[src/sca_target_pkg.sv]
/*
 * Shared definitions for the Speck32/64 capture target
 * Register map, cipher constants, engine enums and bus structs
 */
`default_nettype none

package sca_target_pkg;

  //////////////////////////////////////////////////
  // Cipher constants
  //////////////////////////////////////////////////

  localparam int word_w     = 16;  // Speck32 word
  localparam int block_w    = 32;  // x,y
  localparam int key_w      = 64;  // l2,l1,l0,k0
  localparam int num_rounds = 22;
  localparam int rnd_cnt_w  = 5;
  localparam int rot_a      = 7;   // Right rotate of x and l
  localparam int rot_b      = 2;   // Left rotate of y and k

  //////////////////////////////////////////////////
  // APB register map
  //////////////////////////////////////////////////

  localparam int apb_addr_w = 8;
  localparam int apb_data_w = 32;

  localparam logic [apb_addr_w-1:0] reg_key0_addr   = 8'h00; // {l0, k0}
  localparam logic [apb_addr_w-1:0] reg_key1_addr   = 8'h04; // {l2, l1}
  localparam logic [apb_addr_w-1:0] reg_din_addr    = 8'h08; // {x, y}
  localparam logic [apb_addr_w-1:0] reg_ctrl_addr   = 8'h0C;
  localparam logic [apb_addr_w-1:0] reg_status_addr = 8'h10; // RO
  localparam logic [apb_addr_w-1:0] reg_dout_addr   = 8'h14; // RO

  // Ctrl and status bit positions
  localparam int ctrl_start_bit   = 0;  // W1, not stored
  localparam int ctrl_trig_en_bit = 1;
  localparam int ctrl_clear_bit   = 2;  // W1, not stored
  localparam int status_busy_bit  = 0;
  localparam int status_done_bit  = 1;

  //////////////////////////////////////////////////
  // Engine types and bus structs
  //////////////////////////////////////////////////

  typedef enum logic [1:0] {
    OP_NONE,
    OP_ENCRYPT,
    OP_CLEAR
  } exec_op_e;

  typedef enum logic [1:0] {
    ST_IDLE,
    ST_RUN,
    ST_CLEAR
  } exec_state_e;

  typedef struct packed {
    logic                  psel;
    logic                  penable;
    logic                  pwrite;
    logic [apb_addr_w-1:0] paddr;
    logic [apb_data_w-1:0] pwdata;
  } apb_req_t;

  typedef struct packed {
    logic [apb_data_w-1:0] prdata;
    logic                  pready;
    logic                  pslverr;
  } apb_rsp_t;

  typedef struct packed {
    exec_op_e             op;
    logic [key_w-1:0]     key;    // {l2, l1, l0, k0}
    logic [block_w-1:0]   block;  // {x, y}
  } exec_cmd_t;

  typedef struct packed {
    logic               valid;    // Ciphertext ready
    logic               cleared;  // Clear finished
    logic [block_w-1:0] block;
  } exec_res_t;

endpackage : sca_target_pkg

`default_nettype wire

[src/sca_reg_decode.sv]
/*
 * APB register slave for the capture target
 * Stores key, input block and trigger enable, and issues engine commands
 */
`timescale 1ns/100ps
`default_nettype none

module sca_reg_decode (
  input  wire                                  clk_main_i,
  input  wire                                  arst_n_i,
  input  sca_target_pkg::apb_req_t             apb_req_i,
  output sca_target_pkg::apb_rsp_t             apb_rsp_o,
  input  wire                                  busy_i,
  input  wire                                  done_i,
  input  wire  [sca_target_pkg::block_w-1:0]   dout_i,
  input  wire                                  cleared_i,  // Engine clear finished
  output sca_target_pkg::exec_cmd_t            exec_cmd_o,
  output logic                                 trig_en_o
);

  import sca_target_pkg::*;

  logic                  acc, wr_acc;
  logic                  addr_rw, addr_ro;
  logic                  wr_ok;
  logic [key_w-1:0]      key_q;
  logic [block_w-1:0]    din_q;
  logic                  trig_en_q;
  logic [apb_data_w-1:0] ctrl_rd, status_rd;
  exec_op_e              op;

  assign acc    = apb_req_i.psel & apb_req_i.penable;  // Access phase
  assign wr_acc = acc & apb_req_i.pwrite;

  //////////////////////////////////////////////////
  // Address decode and error
  //////////////////////////////////////////////////

  always_comb begin
    addr_rw = 1'b0;
    addr_ro = 1'b0;
    case (apb_req_i.paddr)
      reg_key0_addr, reg_key1_addr,
      reg_din_addr, reg_ctrl_addr:   addr_rw = 1'b1;
      reg_status_addr, reg_dout_addr: addr_ro = 1'b1;
      default: ;                     // Off the map
    endcase
  end

  // Writable regs are locked while the engine runs
  assign wr_ok = wr_acc & addr_rw & ~busy_i;

  assign apb_rsp_o.pready  = 1'b1;  // No wait states
  assign apb_rsp_o.pslverr = acc & (~(addr_rw | addr_ro) |
                                    (apb_req_i.pwrite & (addr_ro | busy_i)));

  //////////////////////////////////////////////////
  // Stored registers
  //////////////////////////////////////////////////

  always_ff @(posedge clk_main_i or negedge arst_n_i) begin
    if (!arst_n_i) begin
      key_q     <= '0;
      din_q     <= '0;
      trig_en_q <= 1'b0;
    end else if (cleared_i) begin
      key_q <= '0;                   // Wipe secrets with the datapath
      din_q <= '0;
    end else if (wr_ok) begin
      case (apb_req_i.paddr)
        reg_key0_addr: key_q[31:0]  <= apb_req_i.pwdata;
        reg_key1_addr: key_q[63:32] <= apb_req_i.pwdata;
        reg_din_addr:  din_q        <= apb_req_i.pwdata;
        reg_ctrl_addr: trig_en_q    <= apb_req_i.pwdata[ctrl_trig_en_bit];
        default: ;
      endcase
    end
  end

  assign trig_en_o = trig_en_q;

  // One-cycle opcode, clear beats start
  always_comb begin
    op = OP_NONE;
    if (wr_ok && apb_req_i.paddr == reg_ctrl_addr) begin
      if (apb_req_i.pwdata[ctrl_clear_bit]) op = OP_CLEAR;
      else if (apb_req_i.pwdata[ctrl_start_bit]) op = OP_ENCRYPT;
    end
  end

  assign exec_cmd_o.op    = op;
  assign exec_cmd_o.key   = key_q;
  assign exec_cmd_o.block = din_q;

  //////////////////////////////////////////////////
  // Read mux
  //////////////////////////////////////////////////

  always_comb begin
    ctrl_rd                   = '0;
    ctrl_rd[ctrl_trig_en_bit] = trig_en_q;
    status_rd                  = '0;
    status_rd[status_busy_bit] = busy_i;
    status_rd[status_done_bit] = done_i;
  end

  always_comb begin
    apb_rsp_o.prdata = '0;
    if (apb_req_i.psel && !apb_req_i.pwrite) begin
      case (apb_req_i.paddr)
        reg_key0_addr:   apb_rsp_o.prdata = key_q[31:0];
        reg_key1_addr:   apb_rsp_o.prdata = key_q[63:32];
        reg_din_addr:    apb_rsp_o.prdata = din_q;
        reg_ctrl_addr:   apb_rsp_o.prdata = ctrl_rd;
        reg_status_addr: apb_rsp_o.prdata = status_rd;
        reg_dout_addr:   apb_rsp_o.prdata = dout_i;
        default: ;
      endcase
    end
  end

  // Opcodes only come out of a ctrl write, and the engine picks them up next cycle
  a_cmd_from_write: assert property (@(posedge clk_main_i) disable iff (!arst_n_i)
    exec_cmd_o.op != OP_NONE |-> wr_acc ##1 busy_i)
    else $error("Engine opcode without an accepted ctrl write");

  a_no_wait: assert property (@(posedge clk_main_i) disable iff (!arst_n_i)
    acc |-> apb_rsp_o.pready)
    else $error("pready low in access phase");

endmodule : sca_reg_decode

`default_nettype wire

[src/sca_result_trigger.sv]
/*
 * Output block and done flag, plus the capture trigger
 * Trigger is only passed on while the engine is busy
 */
`timescale 1ns/100ps
`default_nettype none

module sca_result_trigger (
  input  wire                                 clk_main_i,
  input  wire                                 arst_n_i,
  input  sca_target_pkg::exec_res_t           exec_res_i,
  input  wire                                 busy_i,
  input  wire                                 trig_en_i,
  output logic [sca_target_pkg::block_w-1:0]  dout_o,
  output logic                                done_o,
  output logic                                capture_trig_o
);

  import sca_target_pkg::*;

  logic [block_w-1:0] dout_q;
  logic               done_q;
  logic               busy_d;   // Busy one cycle late
  logic               busy_rise;

  assign busy_rise = busy_i & ~busy_d;

  //////////////////////////////////////////////////
  // Result register
  //////////////////////////////////////////////////

  always_ff @(posedge clk_main_i or negedge arst_n_i) begin
    if (!arst_n_i) begin
      dout_q <= '0;
      done_q <= 1'b0;
      busy_d <= 1'b0;
    end else begin
      busy_d <= busy_i;
      if (exec_res_i.cleared) begin
        dout_q <= '0;
        done_q <= 1'b0;
      end else if (exec_res_i.valid) begin
        dout_q <= exec_res_i.block;
        done_q <= 1'b1;
      end else if (busy_rise) begin
        done_q <= 1'b0;              // New operation underway
      end
    end
  end

  assign dout_o = dout_q;
  assign done_o = done_q;

  //////////////////////////////////////////////////
  // Capture trigger
  //////////////////////////////////////////////////

  // Both terms are flop outputs, so the pin follows busy edge for edge
  assign capture_trig_o = trig_en_i & busy_i;

  a_res_onehot: assert property (@(posedge clk_main_i) disable iff (!arst_n_i)
    !(exec_res_i.valid && exec_res_i.cleared))
    else $error("Result valid and cleared together");

  // Engine reports completion only during its last busy cycle
  a_res_in_busy: assert property (@(posedge clk_main_i) disable iff (!arst_n_i)
    (exec_res_i.valid || exec_res_i.cleared) |-> busy_i ##1 !busy_i)
    else $error("Result pulse outside busy window");

endmodule : sca_result_trigger

`default_nettype wire

[src/sca_target_top.sv]
/*
 * Speck32/64 side-channel capture target
 * APB register slave, round engine and gated capture trigger
 */
`timescale 1ns/100ps
`default_nettype none

module sca_target_top (
  input  wire                        clk_main_i,
  input  wire                        arst_n_i,
  input  sca_target_pkg::apb_req_t   apb_req_i,
  output sca_target_pkg::apb_rsp_t   apb_rsp_o,
  output logic                       capture_trig_o
);

  import sca_target_pkg::*;

  exec_cmd_t          exec_cmd;
  exec_res_t          exec_res;
  logic               busy;
  logic               done;
  logic               trig_en;
  logic [block_w-1:0] dout;

  //////////////////////////////////////////////////
  // Register decode
  //////////////////////////////////////////////////

  sca_reg_decode reg_decode (
    .clk_main_i (clk_main_i),
    .arst_n_i   (arst_n_i),
    .apb_req_i  (apb_req_i),
    .apb_rsp_o  (apb_rsp_o),
    .busy_i     (busy),
    .done_i     (done),
    .dout_i     (dout),
    .cleared_i  (exec_res.cleared),  // Wipes key and data_in
    .exec_cmd_o (exec_cmd),
    .trig_en_o  (trig_en)
  );

  // Cipher core
  speck_round_exec round_exec (
    .clk_main_i (clk_main_i),
    .arst_n_i   (arst_n_i),
    .exec_cmd_i (exec_cmd),
    .busy_o     (busy),
    .exec_res_o (exec_res)
  );

  // Result and trigger pin
  sca_result_trigger result_trig (
    .clk_main_i     (clk_main_i),
    .arst_n_i       (arst_n_i),
    .exec_res_i     (exec_res),
    .busy_i         (busy),
    .trig_en_i      (trig_en),
    .dout_o         (dout),
    .done_o         (done),
    .capture_trig_o (capture_trig_o)
  );

endmodule : sca_target_top

`default_nettype wire

[src/speck_round_exec.sv]
/*
 * Iterative Speck32/64 engine, one round per clock
 * Key schedule runs alongside the rounds, busy FSM with clear
 */
`timescale 1ns/100ps
`default_nettype none

module speck_round_exec (
  input  wire                        clk_main_i,
  input  wire                        arst_n_i,
  input  sca_target_pkg::exec_cmd_t  exec_cmd_i,
  output logic                       busy_o,
  output sca_target_pkg::exec_res_t  exec_res_o
);

  import sca_target_pkg::*;

  exec_state_e                state_q;
  logic                       busy_q;
  logic [rnd_cnt_w-1:0]       rnd_q;
  logic                       last_rnd;
  logic [word_w-1:0]          x_q, y_q, k_q;
  logic [2:0][word_w-1:0]     l_q;      // l_q[0] oldest
  logic [word_w-1:0]          x_nxt, y_nxt, k_nxt, l_nxt;

  function automatic logic [word_w-1:0] ror_a(input logic [word_w-1:0] w);
    return {w[rot_a-1:0], w[word_w-1:rot_a]};
  endfunction

  function automatic logic [word_w-1:0] rol_b(input logic [word_w-1:0] w);
    return {w[word_w-rot_b-1:0], w[word_w-1:word_w-rot_b]};
  endfunction

  //////////////////////////////////////////////////
  // Round and key schedule
  //////////////////////////////////////////////////

  always_comb begin
    x_nxt = (ror_a(x_q) + y_q) ^ k_q;
    y_nxt = rol_b(y_q) ^ x_nxt;
    // Next round key from the oldest l word
    l_nxt = (k_q + ror_a(l_q[0])) ^ word_w'(rnd_q);
    k_nxt = rol_b(k_q) ^ l_nxt;
  end

  assign last_rnd = (rnd_q == rnd_cnt_w'(num_rounds - 1));

  //////////////////////////////////////////////////
  // Control FSM
  //////////////////////////////////////////////////

  always_ff @(posedge clk_main_i or negedge arst_n_i) begin
    if (!arst_n_i) begin
      state_q <= ST_IDLE;
      busy_q  <= 1'b0;
      rnd_q   <= '0;
    end else begin
      case (state_q)
        ST_IDLE: begin
          rnd_q <= '0;
          case (exec_cmd_i.op)
            OP_ENCRYPT: begin
              state_q <= ST_RUN;
              busy_q  <= 1'b1;
            end
            OP_CLEAR: begin
              state_q <= ST_CLEAR;
              busy_q  <= 1'b1;
            end
            default: ;
          endcase
        end
        ST_RUN: begin
          if (last_rnd) begin
            state_q <= ST_IDLE;
            busy_q  <= 1'b0;
            rnd_q   <= '0;
          end else begin
            rnd_q <= rnd_q + 1'b1;
          end
        end
        default: begin                // ST_CLEAR, single cycle
          state_q <= ST_IDLE;
          busy_q  <= 1'b0;
        end
      endcase
    end
  end

  // Datapath, loaded on start and wiped on clear
  always_ff @(posedge clk_main_i or negedge arst_n_i) begin
    if (!arst_n_i) begin
      x_q <= '0;
      y_q <= '0;
      k_q <= '0;
      l_q <= '0;
    end else if (state_q == ST_IDLE && exec_cmd_i.op == OP_ENCRYPT) begin
      {x_q, y_q} <= exec_cmd_i.block;
      {l_q, k_q} <= exec_cmd_i.key;   // l2,l1,l0 then k0
    end else if (state_q == ST_RUN) begin
      x_q <= x_nxt;
      y_q <= y_nxt;
      k_q <= k_nxt;
      l_q <= {l_nxt, l_q[2:1]};       // Shift towards l_q[0]
    end else if (state_q == ST_CLEAR) begin
      x_q <= '0;
      y_q <= '0;
      k_q <= '0;
      l_q <= '0;
    end
  end

  assign busy_o = busy_q;

  // Result is the output of the final round, seen on the edge busy drops
  assign exec_res_o.valid   = (state_q == ST_RUN) & last_rnd;
  assign exec_res_o.cleared = (state_q == ST_CLEAR);
  assign exec_res_o.block   = {x_nxt, y_nxt};

  a_no_cmd_busy: assert property (@(posedge clk_main_i) disable iff (!arst_n_i)
    exec_cmd_i.op != OP_NONE |-> !busy_o)
    else $error("Command arrived while engine busy");

  a_rnd_range: assert property (@(posedge clk_main_i) disable iff (!arst_n_i)
    rnd_q < num_rounds)
    else $error("Round counter out of range");

endmodule : speck_round_exec

`default_nettype wire
[config.mk]
export PLATFORM = sky130hd
export DESIGN_NAME = sca_target_top
export DESIGN_NICKNAME = d
export VERILOG_FILES = /design/src/sca_target_pkg.sv /design/src/sca_reg_decode.sv /design/src/sca_result_trigger.sv /design/src/sca_target_top.sv /design/src/speck_round_exec.sv
export SDC_FILE = /design/constraint.sdc
export NUM_CORES = 1
export LEC_CHECK = 0
export BUFFER_PORTS_ARGS = -buffer_cell sky130_fd_sc_hd__buf_2
export CAP_MARGIN = 20
export CORE_UTILIZATION = 55
export DETAILED_ROUTE_END_ITERATION = 16
export GPL_TIMING_DRIVEN = 1
export PLACE_DENSITY_LB_ADDON = 0.1
export SYNTH_ARGS = -nofsm -noshare
export SYNTH_HDL_FRONTEND = slang
export SYNTH_SLANG_ARGS = --single-unit
[constraint.sdc]
create_clock -name clk_main_i -period 4.85 [get_ports clk_main_i]
set_input_delay 0.485 -clock clk_main_i [delete_from_list [all_inputs] [get_ports clk_main_i]]
set_output_delay 0.485 -clock clk_main_i [all_outputs]
set_load 0.05 [all_outputs]
## Word-level counts from Yosys, hierarchy flattened

Index checks and enable logic that the tools add are counted.

| storage, ports and cells | value |
|---|---|
| register bits | 235 |
| input port bits | 45 |
| output and inout bits | 35 |
| word-level logic and storage cells | 112 |

| cells by class | value |
|---|---|
| add/sub/neg operators | 3 |
| equal/unequal tests | 13 |
| mux-type cells | 37 |
| bitwise operators | 20 |
| reduce and logical (&&, ||, !) cells | 23 |

Operator list:

| cell | count |
|---|---|
| 2-to-1 mux 32 bit | 8 |
| one-hot mux 32 bit (6 select lines) | 1 |
| 2-to-1 mux 48 bit | 3 |
| 2-to-1 mux 64 bit | 2 |
| 2-to-1 mux 16 bit | 7 |
| XOR 16 bit | 3 |
| adder 16 bit | 2 |
| == test 8 x 4 -> 1 bit (second input constant) | 2 |
| == test 8 x 5 -> 1 bit (second input constant) | 2 |
| XOR 16 x 5 -> 16 bit | 1 |
| nonzero test 2 bit | 6 |
| one-hot mux 5 bit (2 select lines) | 1 |
| AND reduction 2 bit | 5 |
| bitwise AND 1 bit | 9 |
| == test 8 x 3 -> 1 bit (second input constant) | 1 |
| zero test 8 bit | 1 |
| 2-to-1 mux 1 bit | 8 |
| one-hot mux 2 bit (2 select lines) | 2 |
| 2-to-1 mux 2 bit | 3 |
| nonzero test 3 bit | 2 |
| adder 5 x 1 -> 5 bit (second input constant) | 1 |
| == test 5 bit (second input constant) | 1 |
| 2-to-1 mux 5 bit | 1 |
| == test 2 x 1 -> 1 bit (second input constant) | 2 |
| 13 further kinds | 22 |

## Longest topological paths before layout

| logic depth | value |
|---|---|
| depth after elaboration | 11 |
| mapped depth | 13 |
| depth with buffers taken out | 11 |

## Modules after synthesis

From an unflattened synthesis, not the netlist that was laid out.

| second synthesis, totals | value |
|---|---|
| cells, all modules | 1451 |
| area, all modules | 13454.2 um^2 |

Modules (own cells, without submodules):

| module | instances | cells each | area an instance (um^2) | sequential area each (um^2) |
|---|---|---|---|---|
| speck_round_exec | 1 | 746 | 7111.8 | 2602.5 |
| sca_reg_decode | 1 | 595 | 4938.5 | 2427.3 |
| sca_result_trigger | 1 | 110 | 1403.8 | 850.8 |

## Worst setup path after synthesis

No wires, ideal clock.

| path | value |
|---|---|
| path kind | input to output |
| from | input apb_req_i[37] in the netlist's numbering |
| to | output apb_rsp_o[3] in the netlist's numbering |
| data arrival time | 2896 ps |
| required time | 4365 ps |
| setup slack | 1469 ps |
| stages | 7 |
| path buffers | 1 |
| cells stage by stage | or4_1 or2_4 nor3_2 and2_1 buf_2 a21oi_1 nor3b_1 |

RTL lines:

| element | RTL line | source |
|---|---|---|
| from (decl) | sca_target_top.sv:11 | `input sca_target_pkg::apb_req_t apb_req_i,` |
| to (decl) | sca_target_top.sv:12 | `output sca_target_pkg::apb_rsp_t apb_rsp_o,` |

==> impl_metrics.toml <==
[power_and_ir_drop]
p_sw_uw = 934
internal-power_uw = 3260
pwr-share-clk_pct = 49.7
switching_share_pct = 22.3
pwr-share-seq_pct = 47.2
ir_worst_vdd_mv = 0.286
p_comb_share_pct = 3.1
leakagePower_uw = 0.00654
power.density_nw_per_um2 = 294

[timing]
tightest_slew_ns = 0.986
setup_viol = 0
hold_viol_final = 0
slew_violations = 0
fmax_ghz = 0.278
finalSetupTns_ns = 0
finClkSkew_ns = 0.00819
min_period_ns = 3.60
finalCritPeriodShare_pct = 74.2
hold_slack_ns = 0.201
rsz0062_at_grt = "false"
slew_headroom_pct = 34.2

[critical_path]
crit_path_end = "apb_rsp_o[17]"
start_kind = "input pin"
rr_startpoint = "round_exec.busy_o"
worstPathArrival_ns = 3.11
crit_type = "in -> out"
cp_max_fo = 21
timing.critical_path.from = "apb_req_i[37]"
worst-endpoint-required_ns = 4.37
endpoint_kind = "output pin"
regToRegSetupSlack_ns = 1.75
r2r-end = "round_exec.x_q[9]"
r2r_cells = 10

[finish]
final_layout_size_suffix_gt1_share_pct = 10.6
diodes = 0
mostFrequentLayoutCells = "nand2_1 (274), dfrtp_1 (235), a21oi_1 (234), nor2_1 (118), buf_2 (77)"
final_common_cell = "nand2_1"
fin_area_um2 = 14200
syn2layout_area_growth_pct = 11.3
fin_nets = 1577

[yosys]
synth.cell_area_um2 = 12800
ys.warnings.count = 0
synth_nets = 1556
synth_ff_type = "dfrtp_1"
syn-mean-instance-area_um2 = 8.69
synth-edff-count = 0
ys_async_sr_fraction_pct = 100
netlist-cell-type-count = 60
ys_seq_elements = 235
synth_cells = 1472
yosysSeqAreaShare_pct = 46.0

[global_route]
grt_overflow_total = 0
grt_antenna_before_repair = 0
top_usage_layer = "met1"
grt_pass1_vias = 11000
globalRouteMet3Util_pct = 4.88
met2_usage_pct = 54.4
use_met1_pct = 56.6
grt_usage_pct = 36.8
grt_pass1_wl_mm = 67.0
grt_max_degree = 103

[detailed_routing]
drtPass1Iterations = 8
ant_nets = 0
wl_per_cell_um = 24.1
drt-initial-drc-count = 1421
drt-vias-per-instance = 6.59
drcViolationCount = 0
totalWireLength_mm = 43.3
vias = 11800

[die]
initial_core_util_pct = 56.4
rows = 55
die_h_um = 155
die_area_um2 = 23900
core_um2 = 22700
die_w_um = 155
io-pin-count = 80

[clocking]
cts_buffers = 26
root_buffer = "clkbuf_16"
clkTransAtPathRegs_ns = 0.06
insertion_delay_ns = 0.54
h-tree-depth = 1
cts_tree = "yes"
cts_sinks = 235
cts_buffer_depth = 3
post-cts-setup-buffers = 0

[place]
dp.final_hpwl_mm = 30.5
postPlaceCellArea_um2 = 13300
port_buffers = 78
gp_congestion = 0.947

[run_status]
outcome = "finished clean"

[flow_run]
max_cap_viol_count = 0

[hold_path]
min_path_type = "in -> reg"
sequential cells by signal, indices dropped and copies added, names as in the netlist:
register,count
reg_decode.trig_en_o,1
result_trig.done_o,1
round_exec.state_q,2
reg_decode.din_q,32
result_trig.busy_d,1
round_exec.l_q,48
round_exec.y_q,16
round_exec.k_q,16
reg_decode.key_q,64
round_exec.x_q,16
round_exec.rnd_q,5
result_trig.dout_o,32
round_exec.busy_o,1
repair_timing:
item | in CTS | in global routing
hold buffers | 1 | 0
hold endpoints to repair | 72 | 0
resized for setup | 0 | 0
metrics by stage:
step	std cells	setup WS, ns	total power [µW]	util [%]
floorplan	1472	1.47	2050	-
global placement	1749	1.40	2140	58.7
detailed placement	1749	1.30	2140	58.7
CTS	1798	1.34	4200	62.7
global route	1798	1.17	4290	62.7
finish	1798	1.25	4190	62.7
cell usage after synthesis, drive strengths merged (6+ instances only):
| cell | count | area [µm²] |
|---|---|---|
| clkbuf | 81 | 304 |
| xor2 | 20 | 175 |
| a221o | 7 | 70.1 |
| o22ai | 26 | 163 |
| nand2 | 275 | 1030 |
| a21oi | 234 | 1170 |
| nor2b | 6 | 37.5 |
| buf | 29 | 148 |
| a211oi | 13 | 97.6 |
| a221oi | 16 | 140 |
| nor2 | 119 | 449 |
| inv | 15 | 56.3 |
| o21a | 12 | 90.1 |
| and3 | 55 | 344 |
| ha | 37 | 463 |
| o21ai | 71 | 355 |
| dfrtp | 235 | 5880 |
| a22oi | 61 | 458 |
| and2 | 10 | 62.6 |
| nand3 | 7 | 35.0 |
| xnor2 | 61 | 534 |
| nor3 | 12 | 65.1 |
worst max-delay path, stage by stage:
cell     delay, ns
buf_2         0.09
or4_1         0.53
or2_4         0.28
nor3_2        0.21
and2_1        0.50
buf_4         0.39
a22oi_1       0.12
a21oi_1       0.19
buf_2         0.29
layout make-up:
type	count	area (µm²)
timing repair buffer	103	616
clock buffer	40	815
inverter	15	56.3
tap	285	357
clock inverter	8	95.1
sequential	235	5880
fill	2010	8460
multi-input combinational	1112	6430
power by group through the flow:
stage	sequential [µW]	combinational, µW	clock (µW)
2_1_floorplan	2010	43.4	0
3_3_place_gp	2010	130	0
3_5_place_dp	2010	131	0
4_1_cts	1980	132	2090
5_1_grt	1980	145	2170
6_report	1980	132	2080
worst min-delay path by stage:
stage	depth (start not counted)	slack [ns]	from	to
finish	3	0.20	apb_req_i[17]	reg_decode.din_q[17]
global route	3	0.20	apb_req_i[9]	reg_decode.key_q[41]
CTS	3	0.19	apb_req_i[23]	reg_decode.din_q[23]
detailed placement	0	0.45	round_exec.busy_o	result_trig.busy_d
global placement	0	0.46	round_exec.busy_o	result_trig.busy_d
floorplan	0	0.19	arst_n_i	reg_decode.din_q[0]
layer usage:
layer	vias to the layer above	share of wire, %	routed length, µm
met5	-	0	0
met4	0	2.8	1200
met3	74	9.7	4190
met2	685	44	19100
met1	5874	44	18900
li1	5212	-	-
cell families after synthesis:
| family | synth area share, % |
|---|---|
| flip-flops | 46.0 |
| AO/OA/AOI/OAI | 21.9 |
| other | 0.0293 |
| multiplexers | 0.430 |
| buffers and inverters | 3.97 |
| adder cells (fa/ha/maj) | 3.93 |
| AND/OR/NAND/NOR | 17.4 |
| XOR/XNOR | 6.43 |
No activity file was read; power rests on OpenSTA's default activity.
